===== config.mk =====
export PLATFORM = sky130hd
export DESIGN_NAME = pet_display_top
export DESIGN_NICKNAME = d
export VERILOG_FILES = /design/src/hw/lcd_pkg.sv /design/src/hw/spi_byte_tx.sv /design/src/hw/bar_painter.sv /design/src/hw/face_painter.sv /design/src/hw/screen_sequencer.sv /design/src/hw/pet_display_top.sv
export VERILOG_INCLUDE_DIRS = /design/src /design/src/hw
export SDC_FILE = /design/constraint.sdc
export NUM_CORES = 1
export LEC_CHECK = 0
export BUFFER_PORTS_ARGS = -buffer_cell sky130_fd_sc_hd__buf_4
export CORE_UTILIZATION = 60
export CTS_BUF_LIST = sky130_fd_sc_hd__clkbuf_16
export CTS_CLUSTER_SIZE = 40
export DETAILED_ROUTE_END_ITERATION = 10
export GPL_TIMING_DRIVEN = 1
export PLACE_DENSITY_LB_ADDON = 0.05
export SLEW_MARGIN = 40
export SYNTH_ARGS = -nofsm -noshare
export SYNTH_HDL_FRONTEND = slang
export SYNTH_SLANG_ARGS = --single-unit

===== constraint.sdc =====
create_clock -name clock -period 3.9 [get_ports clock]
set_input_delay 0.78 -clock clock [delete_from_list [all_inputs] [get_ports clock]]
set_output_delay 0.78 -clock clock [all_outputs]
set_load 0.02 [all_outputs]

===== src/hw/lcd_macros.svh =====
// PCD8544 panel and sprite constants
`ifndef LCD_MACROS_SVH
`define LCD_MACROS_SVH

`define LCD_COLS            84
`define LCD_BANKS           6
`define LCD_BYTES           504
`define LCD_SCLK_HALF       2     // clock cycles per sclk half period
`define LCD_RESET_CYCLES    8

`define LCD_CMD_FUNC_EXT    8'h21 // extended instruction set
`define LCD_CMD_VOP         8'h90 // contrast
`define LCD_CMD_FUNC_BASIC  8'h20
`define LCD_CMD_DISP_NORMAL 8'h0C
`define LCD_CMD_SET_X       8'h80
`define LCD_CMD_SET_Y       8'h40

`define BAR_FULL_LEVEL      8
`define BAR_COLS            16
`define BAR_FILL            8'h7E
`define BAR0_X              9     // hunger
`define BAR0_BANK           0
`define BAR1_X              39    // sleep
`define BAR1_BANK           0
`define BAR2_X              66    // fun
`define BAR2_BANK           0
`define BAR3_X              21    // mood
`define BAR3_BANK           1
`define BAR4_X              60    // health
`define BAR4_BANK           1

`define FACE_X              37
`define FACE_BANK           3
`define FACE_COLS           4

`endif


===== src/hw/lcd_pkg.sv =====
// Display controller types
`default_nettype none

package lcd_pkg;

	typedef logic [7:0] lcd_byte_t;
	typedef logic [3:0] level_t;
	typedef logic [6:0] col_t;
	typedef logic [2:0] bank_t;

	// one byte to the panel with its data/command flag
	typedef struct packed {
		logic      dc;    // 1 = display data
		lcd_byte_t data;
	} lcd_word_t;

	typedef struct packed {
		level_t hunger;
		level_t sleep;
		level_t fun;
		level_t mood;
		level_t health;
	} pet_levels_t;

	typedef enum logic [1:0] {
		draw_bars,
		draw_face_happy,
		draw_face_neutral,
		draw_face_sad
	} draw_kind_e;

	typedef enum logic [2:0] {
		st_reset_hold,
		st_init_cmds,
		st_clear_addr,
		st_clear_fill,
		st_idle,
		st_bars,
		st_face
	} seq_state_e;

endpackage

`default_nettype wire


===== src/hw/spi_byte_tx.sv =====
// SPI byte transmitter
`default_nettype none
`include "lcd_macros.svh"

module spi_byte_tx (
	input  logic               clock,
	input  logic               rst,
	input  lcd_pkg::lcd_word_t word,
	input  logic               start,
	output logic               mosi,
	output logic               sclk,
	output logic               sce,
	output logic               dc,
	output logic               avail
);

	logic               busy;
	logic               sclk_q;
	logic               dc_q;
	logic [7:0]         half_cnt;
	logic [2:0]         bit_cnt;
	logic               half_end;
	lcd_pkg::lcd_byte_t shreg;

	assign half_end = (half_cnt == 8'(`LCD_SCLK_HALF - 1));
	assign avail    = start & ~busy;   // latch only between bytes

	assign mosi = shreg[7];
	assign sclk = sclk_q;
	assign sce  = ~busy;
	assign dc   = dc_q;

	//--------------------------------------------------------------------------
	// frame control
	always_ff @(posedge clock) begin
		if (rst) begin
			busy     <= 1'b0;
			sclk_q   <= 1'b0;
			dc_q     <= 1'b0;
			half_cnt <= '0;
			bit_cnt  <= '0;
		end else if (!busy) begin
			half_cnt <= '0;
			bit_cnt  <= '0;
			sclk_q   <= 1'b0;
			if (start) begin
				busy <= 1'b1;
				dc_q <= word.dc;   // held for the whole byte
			end
		end else if (half_end) begin
			half_cnt <= '0;
			sclk_q   <= ~sclk_q;
			if (sclk_q) begin
				if (bit_cnt == 3'd7)
					busy <= 1'b0;   // sce high for at least one cycle
				else
					bit_cnt <= bit_cnt + 3'd1;
			end
		end else begin
			half_cnt <= half_cnt + 8'd1;
		end
	end

	//--------------------------------------------------------------------------
	// shift register, msb first
	always_ff @(posedge clock) begin
		if (avail)
			shreg <= word.data;
		else if (busy && half_end && sclk_q)
			shreg <= {shreg[6:0], 1'b0};   // next bit on falling sclk
	end

endmodule

`default_nettype wire


===== src/hw/bar_painter.sv =====
// Status bar sub-sequencer
`default_nettype none
`include "lcd_macros.svh"

module bar_painter (
	input  logic                 clock,
	input  logic                 rst,
	input  logic                 go,
	input  lcd_pkg::pet_levels_t levels,
	input  logic                 avail,
	output lcd_pkg::lcd_word_t   word,
	output logic                 finished
);

	lcd_pkg::level_t sat_q [5];
	logic            active;
	logic [2:0]      bar;
	logic [4:0]      step;       // 0 set y, 1 set x, then columns
	logic [4:0]      col_idx;
	logic            last_step;
	lcd_pkg::col_t   bar_x;
	lcd_pkg::bank_t  bar_bank;
	lcd_pkg::level_t cur_level;

	function automatic lcd_pkg::level_t saturate(input lcd_pkg::level_t lv);
		if (lv > 4'(`BAR_FULL_LEVEL))
			return 4'(`BAR_FULL_LEVEL);
		return lv;
	endfunction

	always_comb begin
		case (bar)
			3'd0: bar_x = 7'(`BAR0_X);
			3'd1: bar_x = 7'(`BAR1_X);
			3'd2: bar_x = 7'(`BAR2_X);
			3'd3: bar_x = 7'(`BAR3_X);
			default: bar_x = 7'(`BAR4_X);
		endcase
		case (bar)
			3'd0: bar_bank = 3'(`BAR0_BANK);
			3'd1: bar_bank = 3'(`BAR1_BANK);
			3'd2: bar_bank = 3'(`BAR2_BANK);
			3'd3: bar_bank = 3'(`BAR3_BANK);
			default: bar_bank = 3'(`BAR4_BANK);
		endcase
	end

	assign cur_level = sat_q[bar];
	assign col_idx   = step - 5'd2;
	assign last_step = (step == 5'(`BAR_COLS + 1));
	assign finished  = active & avail & last_step & (bar == 3'd4);

	always_comb begin
		word.dc   = (step > 5'd1);
		if (step == 5'd0)
			word.data = `LCD_CMD_SET_Y | {5'd0, bar_bank};
		else if (step == 5'd1)
			word.data = `LCD_CMD_SET_X | {1'b0, bar_x};
		else
			word.data = (col_idx < {cur_level, 1'b0}) ? `BAR_FILL : 8'h00;   // two cols per level
	end

	always_ff @(posedge clock) begin
		if (rst) begin
			active <= 1'b0;
			bar    <= '0;
			step   <= '0;
		end else if (go) begin
			active <= 1'b1;
			bar    <= '0;
			step   <= '0;
		end else if (active && avail) begin
			if (last_step) begin
				step <= '0;
				if (bar == 3'd4)
					active <= 1'b0;
				else
					bar <= bar + 3'd1;
			end else begin
				step <= step + 5'd1;
			end
		end
	end

	// levels frozen for the whole drawing
	always_ff @(posedge clock) begin
		if (go) begin
			sat_q[0] <= saturate(levels.hunger);
			sat_q[1] <= saturate(levels.sleep);
			sat_q[2] <= saturate(levels.fun);
			sat_q[3] <= saturate(levels.mood);
			sat_q[4] <= saturate(levels.health);
		end
	end

endmodule

`default_nettype wire


===== src/hw/face_painter.sv =====
// Face sprite sub-sequencer
`default_nettype none
`include "lcd_macros.svh"

module face_painter (
	input  logic                clock,
	input  logic                rst,
	input  logic                go,
	input  lcd_pkg::draw_kind_e kind,
	input  logic                avail,
	output lcd_pkg::lcd_word_t  word,
	output logic                finished
);

	logic                active;
	logic                row;        // 0 eyes, 1 mouth
	logic [2:0]          step;
	logic [1:0]          col;
	logic                last_step;
	lcd_pkg::draw_kind_e kind_q;

	function automatic lcd_pkg::lcd_byte_t face_byte(input logic bottom,
		input lcd_pkg::draw_kind_e k, input logic [1:0] c);
		logic [31:0] bits;
		if (!bottom)
			bits = 32'hDE08_08DE;
		else begin
			case (k)
				lcd_pkg::draw_face_happy: bits = 32'h1214_3452;
				lcd_pkg::draw_face_sad:   bits = 32'h1412_3254;
				default:                  bits = 32'h0012_3200;
			endcase
		end
		return bits[{~c, 3'b000} +: 8];   // leftmost column in the top byte
	endfunction

	assign col       = 2'(step - 3'd2);
	assign last_step = (step == 3'(`FACE_COLS + 1));
	assign finished  = active & avail & last_step & row;

	always_comb begin
		word.dc = (step > 3'd1);
		if (step == 3'd0)
			word.data = `LCD_CMD_SET_Y | {5'd0, 3'(`FACE_BANK) + {2'd0, row}};
		else if (step == 3'd1)
			word.data = `LCD_CMD_SET_X | 8'(`FACE_X);
		else
			word.data = face_byte(row, kind_q, col);
	end

	always_ff @(posedge clock) begin
		if (rst) begin
			active <= 1'b0;
			row    <= 1'b0;
			step   <= '0;
		end else if (go) begin
			active <= 1'b1;
			row    <= 1'b0;
			step   <= '0;
		end else if (active && avail) begin
			if (last_step) begin
				step <= '0;
				if (row)
					active <= 1'b0;
				else
					row <= 1'b1;
			end else begin
				step <= step + 3'd1;
			end
		end
	end

	always_ff @(posedge clock) begin
		if (go)
			kind_q <= kind;
	end

endmodule

`default_nettype wire


===== src/hw/screen_sequencer.sv =====
// Panel bring-up and draw dispatch
`default_nettype none
`include "lcd_macros.svh"

module screen_sequencer (
	input  logic                clock,
	input  logic                rst,
	input  logic                draw,
	input  lcd_pkg::draw_kind_e draw_kind,
	input  logic                avail,
	input  lcd_pkg::lcd_word_t  bar_word,
	input  logic                bar_finished,
	input  lcd_pkg::lcd_word_t  face_word,
	input  logic                face_finished,
	output lcd_pkg::lcd_word_t  word,
	output logic                start,
	output logic                bar_go,
	output logic                bar_avail,
	output logic                face_go,
	output logic                face_avail,
	output logic                lcd_reset_n,
	output logic                done
);

	lcd_pkg::seq_state_e state;
	logic [8:0]          cnt;      // reset hold, init index, clear bytes
	logic                accept;
	lcd_pkg::lcd_byte_t  init_cmd;

	assign accept     = draw & done;   // done is only high in idle
	assign bar_go     = accept & (draw_kind == lcd_pkg::draw_bars);
	assign face_go    = accept & (draw_kind != lcd_pkg::draw_bars);
	assign bar_avail  = avail & (state == lcd_pkg::st_bars);
	assign face_avail = avail & (state == lcd_pkg::st_face);
	assign start      = (state != lcd_pkg::st_reset_hold) && (state != lcd_pkg::st_idle);

	always_comb begin
		case (cnt[1:0])
			2'd0: init_cmd = `LCD_CMD_FUNC_EXT;
			2'd1: init_cmd = `LCD_CMD_VOP;
			2'd2: init_cmd = `LCD_CMD_FUNC_BASIC;
			default: init_cmd = `LCD_CMD_DISP_NORMAL;
		endcase
	end

	//--------------------------------------------------------------------------
	// word to the transmitter
	always_comb begin
		case (state)
			lcd_pkg::st_init_cmds: word = {1'b0, init_cmd};
			lcd_pkg::st_clear_addr: word = {1'b0, cnt[0] ? `LCD_CMD_SET_X : `LCD_CMD_SET_Y};
			lcd_pkg::st_clear_fill: word = {1'b1, 8'h00};
			lcd_pkg::st_bars: word = bar_word;
			lcd_pkg::st_face: word = face_word;
			default: word = '0;
		endcase
	end

	//--------------------------------------------------------------------------
	// main FSM
	always_ff @(posedge clock) begin
		if (rst) begin
			state       <= lcd_pkg::st_reset_hold;
			cnt         <= '0;
			lcd_reset_n <= 1'b0;
			done        <= 1'b0;
		end else begin
			case (state)
				lcd_pkg::st_reset_hold: begin
					if (cnt == 9'(`LCD_RESET_CYCLES - 1)) begin
						state       <= lcd_pkg::st_init_cmds;
						cnt         <= '0;
						lcd_reset_n <= 1'b1;
					end else begin
						cnt <= cnt + 9'd1;
					end
				end
				lcd_pkg::st_init_cmds: begin
					if (avail) begin
						if (cnt == 9'd3) begin
							state <= lcd_pkg::st_clear_addr;
							cnt   <= '0;
						end else begin
							cnt <= cnt + 9'd1;
						end
					end
				end
				lcd_pkg::st_clear_addr: begin
					if (avail) begin
						if (cnt[0]) begin
							state <= lcd_pkg::st_clear_fill;
							cnt   <= '0;
						end else begin
							cnt <= cnt + 9'd1;
						end
					end
				end
				lcd_pkg::st_clear_fill: begin
					if (avail) begin
						if (cnt == 9'(`LCD_BYTES - 1)) begin
							state <= lcd_pkg::st_idle;
							done  <= 1'b1;
						end else begin
							cnt <= cnt + 9'd1;
						end
					end
				end
				lcd_pkg::st_idle: begin
					if (accept) begin
						done  <= 1'b0;
						state <= bar_go ? lcd_pkg::st_bars : lcd_pkg::st_face;
					end
				end
				lcd_pkg::st_bars: begin
					if (bar_finished) begin
						state <= lcd_pkg::st_idle;
						done  <= 1'b1;
					end
				end
				lcd_pkg::st_face: begin
					if (face_finished) begin
						state <= lcd_pkg::st_idle;
						done  <= 1'b1;
					end
				end
				default: state <= lcd_pkg::st_reset_hold;
			endcase
		end
	end

endmodule

`default_nettype wire


===== src/hw/pet_display_top.sv =====
// Virtual pet display controller
`default_nettype none

module pet_display_top (
	input  logic                 clock,
	input  logic                 rst,
	input  logic                 draw,
	input  lcd_pkg::draw_kind_e  draw_kind,
	input  lcd_pkg::pet_levels_t levels,
	output logic                 mosi,
	output logic                 sclk,
	output logic                 sce,
	output logic                 dc,
	output logic                 lcd_reset_n,
	output logic                 done
);

	lcd_pkg::lcd_word_t seq_word;
	lcd_pkg::lcd_word_t bar_word;
	lcd_pkg::lcd_word_t face_word;
	logic               start;
	logic               avail;
	logic               bar_go;
	logic               bar_avail;
	logic               bar_finished;
	logic               face_go;
	logic               face_avail;
	logic               face_finished;

	screen_sequencer u_seq (
		.clock         (clock),
		.rst           (rst),
		.draw          (draw),
		.draw_kind     (draw_kind),
		.avail         (avail),
		.bar_word      (bar_word),
		.bar_finished  (bar_finished),
		.face_word     (face_word),
		.face_finished (face_finished),
		.word          (seq_word),
		.start         (start),
		.bar_go        (bar_go),
		.bar_avail     (bar_avail),
		.face_go       (face_go),
		.face_avail    (face_avail),
		.lcd_reset_n   (lcd_reset_n),
		.done          (done)
	);

	bar_painter u_bars (
		.clock    (clock),
		.rst      (rst),
		.go       (bar_go),
		.levels   (levels),
		.avail    (bar_avail),
		.word     (bar_word),
		.finished (bar_finished)
	);

	face_painter u_face (
		.clock    (clock),
		.rst      (rst),
		.go       (face_go),
		.kind     (draw_kind),
		.avail    (face_avail),
		.word     (face_word),
		.finished (face_finished)
	);

	spi_byte_tx u_spi (
		.clock (clock),
		.rst   (rst),
		.word  (seq_word),
		.start (start),
		.mosi  (mosi),
		.sclk  (sclk),
		.sce   (sce),
		.dc    (dc),
		.avail (avail)
	);

endmodule

`default_nettype wire


; ---- Word-level counts from Yosys, hierarchy flattened
; Memories as Yosys holds them, arrays and structs flattened. A register that Yosys moved wholly into a read port is not among the register bits.
; Cells that the tools add are included.
[op_classes]
n_shift = 1
n_eq_ne = 35
n_reduce_logical = 37
n_lt_le_gt_ge = 8
n_mux = 86
n_addsub = 9
bitwise = 17
[ops]
columns = op, n
row1 = $mux 32, 3
row2 = $mux 9, 7
row3 = $mux 4, 15
row4 = $pmux 29 s2, 1
row5 = $mux 8, 7
row6 = $pmux 9 s5, 1
row7 = $mux 3, 13
row8 = $pmux 9 s4, 1
row9 = $shiftx 32x6->8, 1
row10 = $mux 1, 31
row11 = $pmux 7 s4, 1
row12 = $pmux 8 s3, 1
row13 = $pmux 3 s7, 1
row14 = $gt 4x4->1 const B, 5
row15 = $eq 3x3->1 const B, 6
row16 = $ne 2x1->1 const B, 8
row17 = $reduce_bool 2->1, 8
row18 = $and 1x1->1, 12
row19 = $eq 3x2->1 const B, 4
row20 = $reduce_and 3->1, 4
row21 = $reduce_and 10->1, 1
row22 = $add 3x1->3 const B, 3
row23 = $add 9x1->9 const B, 1
row24 = $eq 3x1->1 const B, 3
row25 = 35 further kinds, 55
[word_totals]
reg_bits = 52
n_memories = 1
ramBits = 20
inputBits = 25
[memory_table]
columns = name, depth, width, read_ports, rd_ports_with_merged_regs, write_ports, line
row1 = u_bars.sat_q, 5, 4, 1, 1, 5, bar_painter.sv:15  ; lcd_pkg::level_t sat_q [5];

; ---- Logic depth before layout (Yosys ltp)
; Gate-level depths: netlist (run 1).
[logic_depth]
ltp_word = 10
ltp_mapped = 8
depth_no_buf = 8

; ---- Hierarchy
; Synthesis (run 1) repeated with hierarchy kept, for this count alone.
[hier_totals]
cells_unflattened = 495
hier_area_um2 = 4504.3
[by_module_without_submodules]
columns = module, area_each_um2, cells_each, n_inst
row1 = bar_painter, 1799.2, 165, 1
row2 = screen_sequencer, 1251.2, 166, 1
row3 = spi_byte_tx, 983.4, 106, 1
row4 = face_painter, 470.5, 58, 1

; ---- Worst setup path after synthesis (run 1)
; Ideal clock, no wire load.
[synth_path]
kind = reg2reg
startpoint = register with a tool-made name
endpoint = register u_spi.shreg[3] (data pin)
setup_time_ns = 0.159
slack_ns = 1.691
t_arrival_ns = 2.050
period_less_slack_ns = 2.209
path_stages_with_launch = 8
path_cell_list = dfxtp_1 -> mux4_1 -> mux2i_1 -> ha_1 -> a211oi_1 -> a32o_2 -> o21ai_4 -> o221ai_2
[synth_lines]
columns = item, line
row1 = to (signal assigned), spi_byte_tx.sv:68  ; shreg <= word.data;
row2 = to (signal assigned), spi_byte_tx.sv:70  ; shreg <= {shreg[6:0], 1'b0};
row3 = to (decl), spi_byte_tx.sv:23  ; lcd_pkg::lcd_byte_t shreg;

==> metrics.cfg, run 1 <==
[finish]
fin_area_um2=4830
final_cell_mix=nor2_1 (51), dfxtp_1 (45), nand2_1 (30), buf_4 (30), edfxtp_1 (30)
ff_latch_area_um2=1800
syn2layout_area_growth_pct=13.1
final_core_util=0.707
final_common_cell=nor2_1
n_antenna_cell=0
fillers=527
fin_nets=521
final_layout_size_suffix_gt1_frac=0.132
multiInputGateArea_um2=2300

[sta]
hold_viol_final=0
rsz0062_at_grt=no
post-route-period-util=0.626
maxSlewHeadroom=0.511
tightest_slew_ns=0.733
max_freq_ghz=0.409
setup_violations=0
setup_ws_ns=1.46
skew_ns=0.00738
fin_crit_ns=2.44
fin_setup_tns_ns=0
slew_violations=0

[yosys]
yosys_most_used_dff=dfxtp_1
synth_top_area_share=0.211
async_flop_share=0
yosys.cell_types.count=69
yosys.area.top_type=dfxtp_1
synth.area.top_cells=dfxtp_1 (21%), edfxtp_1 (21%), ha_1 (6.7%)
synth_edf_count=30
ys_ff_latch=75
ys_seq_area_frac=0.422
syn_nets=504
avgSynthCellArea_um2=9.36
synth_area_um2=4270
syn_inst=456
yosys_warnings=0

[die]
coreArea_um2=6830
initial_core_util=0.625
ios=31
die_area_um2=7460
die_y_um=86.4
die_w_um=86.4
std_cell_rows=30

[cts]
clk_path_buf_depth=2
cts_resized=0
root_buffer=clkbuf_16
htreeDepth=3
cts_tree=yes
hold_buffers=0
clock_latency_ns=0.33
numCtsBuffers=9
cts_setup_buffers=0
cts.clk_slew.worst_paths_ns=0.07
clock-sinks=75

[placement]
portBuffers=30
detailed_place_hpwl_um=6470
gp_congestion=0.877
dp_slack_ns=1.46
place_area_um2=4520

[detailed_routing]
viasPerCell=5.96
first_iter_violations=307
routedWlPerCell_um=15.6
drt-total-wl_um=8950
ant_nets=0
drc_errors=0
dr.pass1.iters=5
vias=3423

[worst_setup_path]
slowest_stage=mux4_1
worstSetupStartpointType=register
path_cells=mux4_1 > mux2i_1 > ha_1 > a211oi_1 > a32o_2 > o21ai_4 > o211ai_1
cp.arrival_ns=2.61
crit_fanout=5
worstSetupPathType=register to register
end_kind=register
crit_required_ns=4.07
cpPeakStageDelay_ns=0.59
r2r_slack_ns=1.46
rr_worst_depth=7
worstReg2RegEnd=u_spi.shreg[2]

[power]
vdd_ir_drop_max_mv=0.328
powerDensity_nw_per_um2=401
power_uw=1930
power_leakage_uw=0.00172

[outcome]
outcome=completed

[run]
max_cap_violations=0

[global_route]
grt_max_degree=24
grt.overflow.total=0
grt_pass1_vias=3144
gr-usage-all-layers=0.254
antenna_found_initial=0
grt_pass1_wl_um=14700

[hold_path]
whs_path_depth=1
hold_end=u_spi.half_cnt[0]
hold_start=u_spi.half_cnt[0]
min_path_type=register to register

[Yosys cell counts (3+ instances only)]
library cell / count
nand2b_1: 5
clkbuf_1: 16
nor2b_1: 24
buf_2: 7
o211ai_1: 7
nand2_1: 30
o21ai_1: 3
nand4_1: 7
inv_1: 21
mux2i_1: 12
nand3_1: 13
xor2_1: 9
a211oi_1: 3
or2_2: 3
o21ai_0: 20
dfxtp_1: 45
xnor2_1: 13
a221oi_1: 3
nor4_1: 8
ha_1: 23
and2_1: 4
a31oi_1: 3
nor3_1: 10
edfxtp_1: 30
a21oi_1: 29
nor2_1: 51
[sequential cells by signal, indices dropped and copies added, names as in the netlist, 2 cells and up, named ones only]
signal          cells
u_bars.sat_q       20
u_seq.cnt           9
u_spi.half_cnt      8
u_spi.shreg         8
u_bars.step         5
u_bars.bar          3
u_face.step         3
u_seq.state         3
u_spi.bit_cnt       3
u_face.kind_q       2
[worst max-delay path by stage]
stage | end | cells after the start
after floorplan | u_spi.shreg[3] | 7
after global placement | u_spi.shreg[3] | 7
after detailed placement | u_spi.shreg[1] | 7
after CTS | u_spi.shreg[2] | 7
after global routing | u_spi.shreg[3] | 7
final | u_spi.shreg[2] | 7
[cells by family (layout without fill, tap and decap cells)]
family,count (synthesis),in the layout,share of synthesized area
AND/OR/NAND/NOR,174,174,0.210
AO/OA/AOI/OAI,99,99,0.158
flip-flops,75,75,0.422
buffers and inverters,45,67,0.0416
adder cells (fa/ha/maj),23,23,0.0674
XOR/XNOR,22,22,0.0451
multiplexers,18,18,0.0563
[critical path: cells and delay by family, from the launching register on]
family          cells  cell delay (ns)
flops               1             0.45
mux                 2             0.76
fa+ha+maj           1             0.28
compound gates      4             0.79
[through the flow]
| stage | hold slack (ns) | std cells |
|---|---|---|
| floorplan | 0.433 | 456 |
| global placement | 0.449 | 558 |
| detailed placement | 0.458 | 558 |
| CTS | 0.473 | 574 |
| global route | 0.487 | 574 |
| finish | 0.470 | 574 |
[per-layer routing]
metal / GRT usage / vias to the layer above / share of wire
li1: - / 1681 / -
met1: 0.344 / 1605 / 0.46
met2: 0.404 / 124 / 0.46
met3: 0.0610 / 13 / 0.058
met4: 0.0818 / 0 / 0.017
met5: 0 / - / 0
[report_power, final]
| group | switching, uW | internal [uW] |
|---|---|---|
| sequential | 39.4 | 844 |
| combinational | 109 | 84.8 |
| clock | 352 | 507 |
| total | 500 | 1440 |
[layout make-up]
class                   count  area share
clock buffers               9      0.0466
clock inverters             7      0.0171
inverters                  21      0.0163
multi-input cells         336       0.475
flip-flops and latches     75       0.373
well taps                  96      0.0249
repair buffers             30      0.0466
No activity file was read; power rests on OpenSTA's default activity.
==> run 2, diff against run 1 <==
Settings changed: CORE_UTILIZATION 60 to 55.
Clock period 3.9 ns to 2 ns, I/O delays scaled along.
==> run 2 against run 1 <==
The flow now finishes with violations (negative setup slack). Non-clock buffer count is 40 higher. Via count rose by 2.7%. Clock-buffer cell count stayed put. Worst setup slack worse by 1.7 ns. Sequential share of layout area down 2.4 points. Design area increased by 7.4%. Global-route usage decreased by 0.73 points. Largest cell class unchanged.
==> metrics.cfg, run 2 (synthesized netlist as in run 1, its figures left out) <==
[cts]
cts.clk_slew.worst_paths_ns=0.06
root_buffer=clkbuf_16
clock-sinks=75
numCtsBuffers=9
clk_path_buf_depth=2
clock_latency_ns=0.34
htreeDepth=3
cts_tree=yes

[sta]
hold_viol_final=0
fin_crit_ns=2.20
rsz0062_at_grt=yes
setup_violations=6
max_freq_ghz=0.455
fin_setup_tns_ns=-1.07
skew_ns=0.00899
tightest_slew_ns=0.524
setup_ws_ns=-0.198
post-route-period-util=1.10
slew_violations=0
maxSlewHeadroom=0.651

[power]
powerDensity_nw_per_um2=736
vdd_ir_drop_max_mv=0.616
power_leakage_uw=0.00194

[worst_setup_path]
worstSetupStartpointType=register
worstSetupPathType=register to register
cp.arrival_ns=2.37
crit_fanout=5
rr_worst_depth=7
end_kind=register
crit_required_ns=2.18
r2r_slack_ns=-0.20
worstReg2RegEnd=u_spi.shreg[3]

[finish]
fillers=590
reg_top3=u_bars.sat_q x20, u_seq.cnt x9
fin_nets=561
top_register=u_bars.sat_q
final_cell_mix=buf_4 (69), nor2_1 (51), dfxtp_1 (42), nand2_1 (30), edfxtp_1 (30)
largest_reg_flops=20
fin_area_um2=5180
final_common_cell=buf_4
final_layout_size_suffix_gt1_frac=0.218
n_antenna_cell=0
syn2layout_area_growth_pct=21.4

[global_route]
grt_pass1_vias=3385
top_usage_layer=met2
gr-usage-all-layers=0.247
gr-usage-met2=0.396
antenna_found_initial=0
grt_pass1_wl_um=16000
grt_use_met3=0.0558
use_met1=0.328
grt.overflow.total=0
grt_max_degree=22

[detailed_routing]
routedWlPerCell_um=15.5
ant_nets=0
drt-total-wl_um=9550
dr.pass1.iters=5
vias=3516
viasPerCell=5.70
first_iter_violations=174
drc_errors=0

[die]
die_y_um=90.1
std_cell_rows=31
coreArea_um2=7370
ios=31
die_area_um2=8120
initial_core_util=0.579
die_w_um=90.1

[hold_path]
hold_end=u_face.kind_q[0]
hold_start=draw_kind[0]
whs_path_depth=1
min_path_type=input port to register

[placement]
gp_congestion=0.849
detailed_place_hpwl_um=6950
portBuffers=30
place_area_um2=4840

[run]
max_cap_violations=0

[outcome]
outcome=finished, violations left
violations=negative setup slack

==> run 2: cell types whose count changed in the layout (fill, tap and decap cells not counted), moves of 2 or more <==
cell,delta
buf_4,+39
mux4_2,+2
dfxtp_2,+2
dfxtp_1,-3
mux4_1,-2
==> run 2: layer usage <==
metal	up-vias	wire [um]
met5	-	0
met4	0	155
met3	14	369
met2	74	4460
met1	1662	4560
li1	1766	-
==> run 2: area by class of cell <==
type / count / area [um2] / share of cell area
Inverter: 21 / 78.8 / 0.0152
Clock inverter: 7 / 75.1 / 0.0145
Timing Repair Buffer: 70 / 538 / 0.104
Multi-Input combinational cell: 336 / 2340 / 0.451
Clock buffer: 9 / 225 / 0.0434
Sequential cell: 75 / 1810 / 0.349
Tap cell: 99 / 124 / 0.0239
==> run 2: metrics by stage <==
| stage | total power (uW) | hold WS [ns] | setup slack [ns] | cells | utilization |
|---|---|---|---|---|---|
| finish | 3810 | 0.252 | -0.198 | 617 | 0.704 |
| global route | 3950 | 0.245 | -0.297 | 617 | 0.704 |
| CTS | 3820 | 0.244 | -0.221 | 617 | 0.698 |
| detailed placement | 2190 | 0.457 | -0.240 | 601 | 0.656 |
| global placement | 2180 | 0.452 | -0.157 | 601 | 0.656 |
| floorplan | 2000 | 0.433 | -0.0725 | 456 | - |
==> run 2: timing repair <==
item | 4_1_cts | 5_1_grt
hold buffers | 0 | 0
pin swaps | 5 | 2
buffers inserted | 0 | 0
setup endpoints to repair | 8 | 14
gates resized for setup | 2 | 9
==> run 2: power breakdown <==
group          total, uW  leakage, uW  switching [uW]  internal [uW]
clock network       1640     0.000144             668            975
logic                476      0.00116             253            223
registers           1700     0.000637            51.2           1640
total               3810      0.00194             972           2840
==> run 2: worst max-delay path, stage by stage, from the launching register on <==
cell and delay [ns]:
dfxtp_4 0.37, mux4_2 0.49, mux2i_1 0.17, ha_1 0.29, a211oi_2 0.19, a32o_2 0.25
o21ai_4 0.10, o221ai_2 0.17
==> run 2: worst max-delay path by stage <==
stage	start	to	slack (ns)	cells after the start
2_1_floorplan	register	u_spi.shreg[3]	-0.07	7
3_3_place_gp	register	u_spi.shreg[1]	-0.16	7
3_5_place_dp	register	u_spi.shreg[2]	-0.24	7
4_1_cts	register	u_spi.shreg[3]	-0.22	7
5_1_grt	register	u_spi.shreg[1]	-0.30	7
6_report	register	u_spi.shreg[3]	-0.20	7
